===== config.mk =====
export PLATFORM = sky130hd
export DESIGN_NAME = crypto_host
export DESIGN_NICKNAME = d
export VERILOG_FILES = /design/src/crypto_host_pkg.sv /design/src/round_counter.sv /design/src/key_schedule.sv /design/src/round_fsm.sv /design/src/round_datapath.sv /design/src/crypto_host.sv
export VERILOG_INCLUDE_DIRS = /design/src
export SDC_FILE = /design/constraint.sdc
export NUM_CORES = 2
export LEC_CHECK = 0
export BUFFER_PORTS_ARGS = -buffer_cell sky130_fd_sc_hd__buf_2
export CORE_ASPECT_RATIO = 1.75
export CORE_MARGIN = 2
export CORE_UTILIZATION = 40
export CTS_CLUSTER_DIAMETER = 120
export CTS_CLUSTER_SIZE = 25
export DETAILED_ROUTE_END_ITERATION = 6
export PLACE_DENSITY = 0.62
export SLEW_MARGIN = 0
export SYNTH_ARGS = -nofsm -noshare
export SYNTH_HDL_FRONTEND = slang
export SYNTH_SLANG_ARGS = --single-unit

===== constraint.sdc =====
create_clock -name clk -period 25.4 [get_ports clk]
set_input_delay 5.08 -clock clk [delete_from_list [all_inputs] [get_ports clk]]
set_output_delay 5.08 -clock clk [all_outputs]
set_load 0.01 [all_outputs]

===== src/crypto_host_settings.svh =====
/* Round count may be set from 1 to 31, since the round index is 5 bits wide.
   The key pattern sits in bits 127:96 of the round key word before the shift */
`ifndef CRYPTO_HOST_SETTINGS_SVH
`define CRYPTO_HOST_SETTINGS_SVH

// Rounds per block
`define CH_ROUNDS 16

// Seed word for the round keys
// Shifted right by the round index, then XORed with the captured key
`define CH_KEY_PATTERN 32'h89ABCDEF

// Latency from the start edge to the done edge is 3 * CH_ROUNDS + 2 cycles
// One load edge, three edges per round, the last add_key check and the final edge

`endif


===== src/crypto_host_pkg.sv =====
/* Types shared by the cipher engine. Blocks are fixed at 128 bits
   and the round index is 5 bits, so at most 31 rounds */
package crypto_host_pkg;

    typedef logic [127:0] block_t;  // Plaintext, key, state and ciphertext
    typedef logic [7:0]   byte_t;   // S-box input and output
    typedef logic [4:0]   round_t;  // Round index

    // Mixing step applied at the end of every round
    typedef enum logic [1:0] {
        mode_fold   = 2'd0,  // State XOR upper half moved down
        mode_rotate = 2'd1,  // Rotate left by one bit
        mode_add    = 2'd2,  // Add round index plus one
        mode_invert = 2'd3   // Bitwise inversion
    } crypto_mode_t;

    typedef enum logic [2:0] {
        st_idle,
        st_add_key,
        st_sub_bytes,
        st_mix,
        st_final
    } fsm_state_t;

    // Datapath strobes, at most one high per cycle
    typedef struct packed {
        logic load;
        logic add_key;
        logic sub_bytes;
        logic mix;
        logic finish;
    } round_ctrl_t;

endpackage


===== src/round_counter.sv =====
/* Counts completed rounds. Clear has priority over step
   and last is high once the count reaches CH_ROUNDS */
`timescale 1ns/10ps
`include "crypto_host_settings.svh"

module round_counter (
    input  logic                    clk,
    input  logic                    rst,
    input  logic                    clear,
    input  logic                    step,
    output crypto_host_pkg::round_t round,
    output logic                    last
);
    import crypto_host_pkg::*;

    always_ff @(posedge clk or posedge rst) begin
        if (rst) begin
            round <= '0;
        end else if (clear) begin
            round <= '0;  // New block starts at round 0
        end else if (step) begin
            round <= round + round_t'(1);
        end
    end

    // All rounds done, FSM goes to the final key addition
    assign last = (round == round_t'(`CH_ROUNDS));

endmodule


===== src/key_schedule.sv =====
/* Round keys are derived on the fly from the key captured at start.
   Both outputs are combinational in the captured key and the round index */
`timescale 1ns/10ps
`include "crypto_host_settings.svh"

module key_schedule (
    input  logic                    clk,
    input  logic                    rst,
    input  logic                    capture,
    input  crypto_host_pkg::block_t key,
    input  crypto_host_pkg::round_t round,
    output crypto_host_pkg::block_t round_key,
    output crypto_host_pkg::block_t first_key
);
    import crypto_host_pkg::*;

    // Pattern placed in the top word
    localparam block_t pattern_word = {`CH_KEY_PATTERN, 96'h0};

    block_t key_q;

    // Hold the key for the whole block so the input may change while busy
    always_ff @(posedge clk or posedge rst) begin
        if (rst) begin
            key_q <= '0;
        end else if (capture) begin
            key_q <= key;
        end
    end

    // Pattern walks right by one bit per round
    assign round_key = key_q ^ (pattern_word >> round);

    assign first_key = key_q ^ pattern_word;  // Round 0 key, used by the final step

endmodule


===== src/round_fsm.sv =====
/* Sequences load, key addition, substitution and mixing for each round.
   Start is only sampled in st_idle; done is a registered one-cycle pulse */
`timescale 1ns/10ps

module round_fsm (
    input  logic                         clk,
    input  logic                         rst,
    input  logic                         encrypt_start,
    input  logic                         last,
    output crypto_host_pkg::round_ctrl_t ctrl,
    output logic                         clear,
    output logic                         step,
    output logic                         capture,
    output logic                         busy,
    output logic                         encrypt_done
);
    import crypto_host_pkg::*;

    fsm_state_t state;
    fsm_state_t next_state;

    always_ff @(posedge clk or posedge rst) begin
        if (rst) begin
            state        <= st_idle;
            encrypt_done <= 1'b0;
        end else begin
            state        <= next_state;
            encrypt_done <= ctrl.finish;  // Rises with the ciphertext write
        end
    end

    always_comb begin
        next_state = state;
        ctrl       = '0;
        clear      = 1'b0;
        step       = 1'b0;
        capture    = 1'b0;
        case (state)
            st_idle: begin
                if (encrypt_start) begin
                    ctrl.load  = 1'b1;  // Load happens on the sampling edge
                    clear      = 1'b1;
                    capture    = 1'b1;
                    next_state = st_add_key;
                end
            end
            st_add_key: begin
                // After the last round this is only a check, state is untouched
                if (last) begin
                    next_state = st_final;
                end else begin
                    ctrl.add_key = 1'b1;
                    next_state   = st_sub_bytes;
                end
            end
            st_sub_bytes: begin
                ctrl.sub_bytes = 1'b1;
                next_state     = st_mix;
            end
            st_mix: begin
                ctrl.mix   = 1'b1;
                step       = 1'b1;  // Round count moves with the mix edge
                next_state = st_add_key;
            end
            st_final: begin
                ctrl.finish = 1'b1;
                next_state  = st_idle;
            end
            default: next_state = st_idle;
        endcase
    end

    // Falls on the same edge that raises done
    assign busy = (state != st_idle);

endmodule


===== src/round_datapath.sv =====
/* State register, 4-bit S-box on the low byte and the mode mixing step.
   Mode is captured on load, so the mode input may change during a block */
`timescale 1ns/10ps

module round_datapath (
    input  logic                          clk,
    input  logic                          rst,
    input  crypto_host_pkg::round_ctrl_t  ctrl,
    input  crypto_host_pkg::block_t       plaintext,
    input  crypto_host_pkg::crypto_mode_t crypto_mode,
    input  crypto_host_pkg::round_t       round,
    input  crypto_host_pkg::block_t       round_key,
    input  crypto_host_pkg::block_t       first_key,
    output crypto_host_pkg::block_t       ciphertext
);
    import crypto_host_pkg::*;

    block_t       state_q;
    crypto_mode_t mode_q;
    byte_t        sbox_in;
    byte_t        sbox_base;
    byte_t        sbox_out;
    block_t       mixed;

    assign sbox_in = state_q[7:0];

    // Table on the low nibble
    always_comb begin
        case (sbox_in[3:0])
            4'h0: sbox_base = 8'h63;
            4'h1: sbox_base = 8'h7C;
            4'h2: sbox_base = 8'h77;
            4'h3: sbox_base = 8'h7B;
            4'h4: sbox_base = 8'hF2;
            4'h5: sbox_base = 8'h6B;
            4'h6: sbox_base = 8'h6F;
            4'h7: sbox_base = 8'hC5;
            4'h8: sbox_base = 8'h30;
            4'h9: sbox_base = 8'h01;
            4'hA: sbox_base = 8'h67;
            4'hB: sbox_base = 8'h2B;
            4'hC: sbox_base = 8'hFE;
            4'hD: sbox_base = 8'hD7;
            4'hE: sbox_base = 8'hAB;
            4'hF: sbox_base = 8'h76;
            default: sbox_base = 8'h63;
        endcase
    end

    assign sbox_out = sbox_base ^ {4'h0, sbox_in[7:4]};  // High nibble folded in

    // Round index here is still the current round, step lands on this edge
    always_comb begin
        case (mode_q)
            mode_fold:   mixed = state_q ^ (state_q >> 64);
            mode_rotate: mixed = {state_q[126:0], state_q[127]};
            mode_add:    mixed = state_q + block_t'(round) + block_t'(1);
            mode_invert: mixed = ~state_q;
            default:     mixed = state_q;
        endcase
    end

    always_ff @(posedge clk) begin
        if (ctrl.load) begin
            state_q <= plaintext;
        end else if (ctrl.add_key) begin
            state_q <= state_q ^ round_key;
        end else if (ctrl.sub_bytes) begin
            state_q <= {state_q[119:0], sbox_out};  // Shift left one byte
        end else if (ctrl.mix) begin
            state_q <= mixed;
        end
    end

    // Ciphertext holds until the next finish
    always_ff @(posedge clk or posedge rst) begin
        if (rst) begin
            mode_q     <= mode_fold;
            ciphertext <= '0;
        end else begin
            if (ctrl.load) begin
                mode_q <= crypto_mode;
            end
            if (ctrl.finish) begin
                ciphertext <= state_q ^ first_key;
            end
        end
    end

endmodule


===== src/crypto_host.sv =====
/* Round-based 128-bit block cipher engine with a plain start strobe and done pulse.
   Done follows start by 3 * CH_ROUNDS + 2 cycles; start is ignored while busy */
`timescale 1ns/10ps

module crypto_host (
    input  logic                          clk,
    input  logic                          rst,
    input  crypto_host_pkg::block_t       plaintext,
    input  crypto_host_pkg::block_t       key,
    input  crypto_host_pkg::crypto_mode_t crypto_mode,
    input  logic                          encrypt_start,
    output crypto_host_pkg::block_t       ciphertext,
    output logic                          encrypt_done,
    output logic                          busy
);
    import crypto_host_pkg::*;

    round_ctrl_t ctrl;
    logic        clear;
    logic        step;
    logic        capture;
    logic        last;
    round_t      round;
    block_t      round_key;
    block_t      first_key;

    round_fsm i_fsm (
        .clk           (clk),
        .rst           (rst),
        .encrypt_start (encrypt_start),
        .last          (last),
        .ctrl          (ctrl),
        .clear         (clear),
        .step          (step),
        .capture       (capture),
        .busy          (busy),
        .encrypt_done  (encrypt_done)
    );

    round_counter i_counter (.clk(clk), .rst(rst), .clear(clear), .step(step),
                             .round(round), .last(last));

    key_schedule i_keys (.clk(clk), .rst(rst), .capture(capture), .key(key),
                         .round(round), .round_key(round_key), .first_key(first_key));

    round_datapath i_datapath (
        .clk         (clk),
        .rst         (rst),
        .ctrl        (ctrl),
        .plaintext   (plaintext),
        .crypto_mode (crypto_mode),
        .round       (round),
        .round_key   (round_key),
        .first_key   (first_key),
        .ciphertext  (ciphertext)
    );

endmodule


==> run summary <==
The number of gates resized after CTS was 0. Counting tap cells, the placed design contains a total of 4578 instances. After detailed routing, the total wire length is 134 mm. CTS saw 403 sinks. The power spent charging and discharging nets is 2.76 mW, and the maximum net fanout on the critical path is 62. The switching share of power is 0.542, and the total number of vias is 28812. Row generation in the floorplan step produced 129 rows. For the worst setup path, the data arrival time is 8260 ps. The fraction of the core area covered by cells at the end of the flow is 0.445. The core region is 70700 µm². Registers take 10700 µm².

Data on the critical path is required at its endpoint by 25940 ps. After clock tree synthesis, the clock-pin slew on the worst setup and hold paths is 120 ps. The count of boundary I/O pins was 391.

The worst register-to-register path begins at i_counter.round[1]. Input and output buffers added on the ports amount to 390. The run gives 4 as the detailed-route DRC error count. The number of global-route vias before repair was 27852.

Broken down by cell family, the worst path's largest delay share belongs to buffers and inverters. Clock root buffer: sky130_fd_sc_hd__clkbuf_16. Post-CTS timing repair inserted 0 buffers for setup. The period utilization is 0.304, and the slew at the pin with the worst max-slew slack is 1460 ps. Achievable frequency: 129 MHz.

For the number of nets in the layout, the log shows 3968. The most frequent standard cell in the layout excluding fill and tap cells is sky130_fd_sc_hd__nand2_1. Most instantiated flip-flop cell in the synthesis netlist: sky130_fd_sc_hd__dfrtp_1. The tools report the count of pins over their slew limit as 0.

The effective utilization at floorplan was 0.405; the number of DRC markers in iteration 0 was 2977. The deepest level of the CTS H-tree was 1. After synthesis the cells add up to 28600 µm². Hold path startpoint: i_datapath.ciphertext[27].

Reg2reg setup slack: 20320 ps. The instance count of the mapped netlist is 3561. The setup-violating endpoint count in the final report is 0, and the total of max-cap violations is 0. The logs give 0 for the cts-stage hold buffer count and 16300 µm² for the area occupied by multi-input gates. The congestion estimate from routability-driven global placement came to 1.07. Total buffers and inverters traversed by the critical path: 4. No sink is reached through more buffers than the 3 on the longest clock path.

The yosys synthesis warning count came out at 0. For the number of antenna violations at the first check in global routing, the log shows 7. The die is 206 µm wide. For hold timing, the worst endpoint is i_datapath.ciphertext[27]. Detailed-route vias per instance: 6.24. The run finished, with violations left.

The number of library cell types mapped by synthesis came out at 99. The number of enable-type register cells in the synthesized netlist works out to 128. The number of nets in the synthesized netlist is 3846. The first-pass GRT wire length came out at 193 mm.

The cell that appears most often on the critical path is sky130_fd_sc_hd__nor2_1. The checks that failed: DRC. Routed length per instance: 28.9 µm. The part of the power in combinational logic is 0.597, and the leakage power of the design is 13.3 nW. The library cells used most frequently in the layout, excluding fill and tap cells, are sky130_fd_sc_hd__nand2_1 (781), sky130_fd_sc_hd__buf_2 (390), sky130_fd_sc_hd__o21ai_0 (300), sky130_fd_sc_hd__dfrtp_1 (264), sky130_fd_sc_hd__nor2_1 (194). The die covers 73800 µm². The critical path goes through buf_2 > nand2b_1 > a21oi_1 > nor2_1 > inv_2 > buf_4 > mux2i_1 > inv_1 > ha_1 > mux2_2 > o22a_1 > nor2_1 > a41oi_1 > o211ai_1.

The part of the total power dissipated in the clock network was 0.079. The tools report the final setup skew as 35.3 ps. Setup repair after global routing left no endpoint under its margin.

In this run the power density over the cells is 162 nW/µm². After routing, the total negative slack on setup checks comes to 0 ps. Among all stages on the critical path, the largest delay is contributed by sky130_fd_sc_hd__buf_4.

The worst hold path belongs to the class reg -> reg. The internal power component came out at 2.34 mW. Synthesis inferred 403 register bits. Leaving out filler cells and counting taps, the final layout contains 4617.

The length of the first detailed-routing pass in iterations was 7; the remaining antenna violation count was 0. The worst setup path is of the in -> reg kind. The logs give 0.374 for the sequential fraction of the synthesis area and 0 for the final global-route overflow total.

On the worst path, the slowest cell contributes a delay of 710 ps. Entering global routing, the biggest net connects 129 pins. The worst register-to-register path ends at i_datapath.state_q[51]. The category of the worst setup path launch point was an input port. The share of cells above drive strength 1 works out to 0.152. The hold-critical path depth was 2. For the half-perimeter wire length of the detailed placement result, the log shows 96.7 mm.

STA classifies the critical path endpoint as a flip-flop. Number of hold violations in the final report: 0. The relative contribution of sequential cells to total power was 0.323.

The per-instance average area after synthesis is 8.03 µm². The fraction of registers with async set or reset after synthesis is 0.663. TritonCTS built the clock tree. The minimum clock period after layout was 7730 ps; the number of filler instances in the final layout was 7375. The insertion delay to the later sink of the worst-skew pair is 610 ps, and the worst slew slack as a fraction of its limit is 0.0206.

Compared with the post-synthesis result, the final layout area differs by 10.0%. The total routing resource utilization after global routing is 0.356, and the die extent in y is 358 µm. IR analysis of the VDD net gives a maximum drop of 0.0772 mV. The number of cells on the worst reg-to-reg path is 12. Buffers inserted during clock tree synthesis total 20.
[final cells by class]
class / instances / area share
inverter: 63 / 0.00779
multi-input combinational: 2735 / 0.517
clock buffer: 33 / 0.0181
timing repair buffer: 460 / 0.0799
tap: 917 / 0.0365
sequential: 403 / 0.340
antenna: 5 / 0.000398
clock inverter: 1 / 0.000954
[state kept, by name, indices dropped and copies added (netlist names)]
register,flops
i_datapath.sbox_base,8
i_datapath.ciphertext,128
i_datapath.mode_q,2
i_datapath.state_q,128
i_counter.round,5
i_fsm.state,3
i_keys.key_q,128
i_fsm.encrypt_done,1
[power by group through the flow]
stage                     Clock [mW]  Sequential [mW]  Combinational [mW]
after floorplan                    0             1.24                2.22
after global placement             0             1.63                2.95
after detailed placement           0             1.63                2.98
after CTS                      0.410             1.62                2.99
after global routing           0.428             1.67                3.27
final                          0.405             1.65                3.05
[worst max-delay path by stage]
stage | startpoint | to | slack [ps] | cells past startpoint
3_3_place_gp | encrypt_start | i_datapath.sbox_base[0] | 17010 | 14
3_5_place_dp | encrypt_start | i_datapath.sbox_base[0] | 17040 | 14
2_1_floorplan | rst | i_counter.round[0] | 12970 | 1
5_1_grt | encrypt_start | i_datapath.sbox_base[0] | 17360 | 14
4_1_cts | encrypt_start | i_datapath.sbox_base[0] | 17670 | 14
6_report | encrypt_start | i_datapath.sbox_base[0] | 17670 | 14
[Yosys cell counts (9+ instances only)]
cell | count | area [µm²]
sky130_fd_sc_hd__a211oi_1 | 41 | 308
sky130_fd_sc_hd__a21oi_1 | 159 | 796
sky130_fd_sc_hd__a221o_1 | 25 | 250
sky130_fd_sc_hd__a221oi_1 | 48 | 420
sky130_fd_sc_hd__a22oi_1 | 23 | 173
sky130_fd_sc_hd__a31oi_1 | 37 | 231
sky130_fd_sc_hd__a41oi_1 | 9 | 78.8
sky130_fd_sc_hd__and2_1 | 14 | 87.6
sky130_fd_sc_hd__and3_1 | 27 | 169
sky130_fd_sc_hd__and4_1 | 23 | 201
sky130_fd_sc_hd__buf_1 | 40 | 150
sky130_fd_sc_hd__buf_2 | 77 | 385
sky130_fd_sc_hd__clkbuf_1 | 233 | 875
sky130_fd_sc_hd__dfrtp_1 | 267 | 6680
sky130_fd_sc_hd__edfxtp_1 | 128 | 3840
sky130_fd_sc_hd__ha_1 | 23 | 288
sky130_fd_sc_hd__inv_1 | 59 | 221
sky130_fd_sc_hd__mux2_2 | 22 | 248
sky130_fd_sc_hd__mux2i_1 | 90 | 901
sky130_fd_sc_hd__nand2_1 | 785 | 2950
sky130_fd_sc_hd__nand2b_1 | 34 | 213
sky130_fd_sc_hd__nand3_1 | 94 | 470
sky130_fd_sc_hd__nand4_1 | 61 | 382
sky130_fd_sc_hd__nor2_1 | 197 | 739
sky130_fd_sc_hd__nor2b_1 | 22 | 138
sky130_fd_sc_hd__nor3_1 | 75 | 375
sky130_fd_sc_hd__nor4_1 | 46 | 288
sky130_fd_sc_hd__o211ai_1 | 32 | 240
sky130_fd_sc_hd__o21ai_0 | 300 | 1500
sky130_fd_sc_hd__o221ai_1 | 25 | 219
sky130_fd_sc_hd__o22ai_1 | 35 | 219
sky130_fd_sc_hd__o31ai_1 | 33 | 248
sky130_fd_sc_hd__or3_1 | 16 | 100
sky130_fd_sc_hd__xnor2_1 | 188 | 1650
sky130_fd_sc_hd__xor2_1 | 94 | 823
[worst reg2reg max path, cell delays in order (launching register included)]
cell and delay (ps):
sky130_fd_sc_hd__dfrtp_1 380, sky130_fd_sc_hd__buf_4 240, sky130_fd_sc_hd__inv_1 350, sky130_fd_sc_hd__ha_1 640, sky130_fd_sc_hd__and4bb_2 430, sky130_fd_sc_hd__nor2_4 80
sky130_fd_sc_hd__buf_12 260, sky130_fd_sc_hd__nor2_1 810, sky130_fd_sc_hd__inv_1 710, sky130_fd_sc_hd__a221o_1 460, sky130_fd_sc_hd__a31oi_1 150, sky130_fd_sc_hd__o31ai_1 140
sky130_fd_sc_hd__a22o_1 210
[cell families after synthesis]
logic type / after synthesis / synth area share
muxes: 113 / 0.0409
DFF: 403 / 0.374
xor gates and xnor gates: 282 / 0.0863
AOI/OAI and AO/OA: 861 / 0.194
buffers and inverters: 423 / 0.0600
adders and majority gates: 24 / 0.0108
and+or+nand+nor: 1455 / 0.235
[routing by layer]
metal | wire length, µm | track usage | up-vias
met5 | 43 | 0 | -
met4 | 11200 | 0.241 | 8
met3 | 10700 | 0.0564 | 474
met2 | 62500 | 0.588 | 1601
met1 | 49100 | 0.425 | 13875
li1 | - | - | 12854
[stage by stage]
stage          total power, mW  setup slack [ps]  area, µm²  hold WS (ps)
3_5_place_dp              4.61             17040      30900           465
4_1_cts                   5.02             17670      31500           490
5_1_grt                   5.37             17360      31500           507
6_report                  5.10             17670      31500           483
2_1_floorplan             3.46             12970      28600           465
3_3_place_gp              4.58             17010      30900           457
Power figures use the tool's default switching activity.
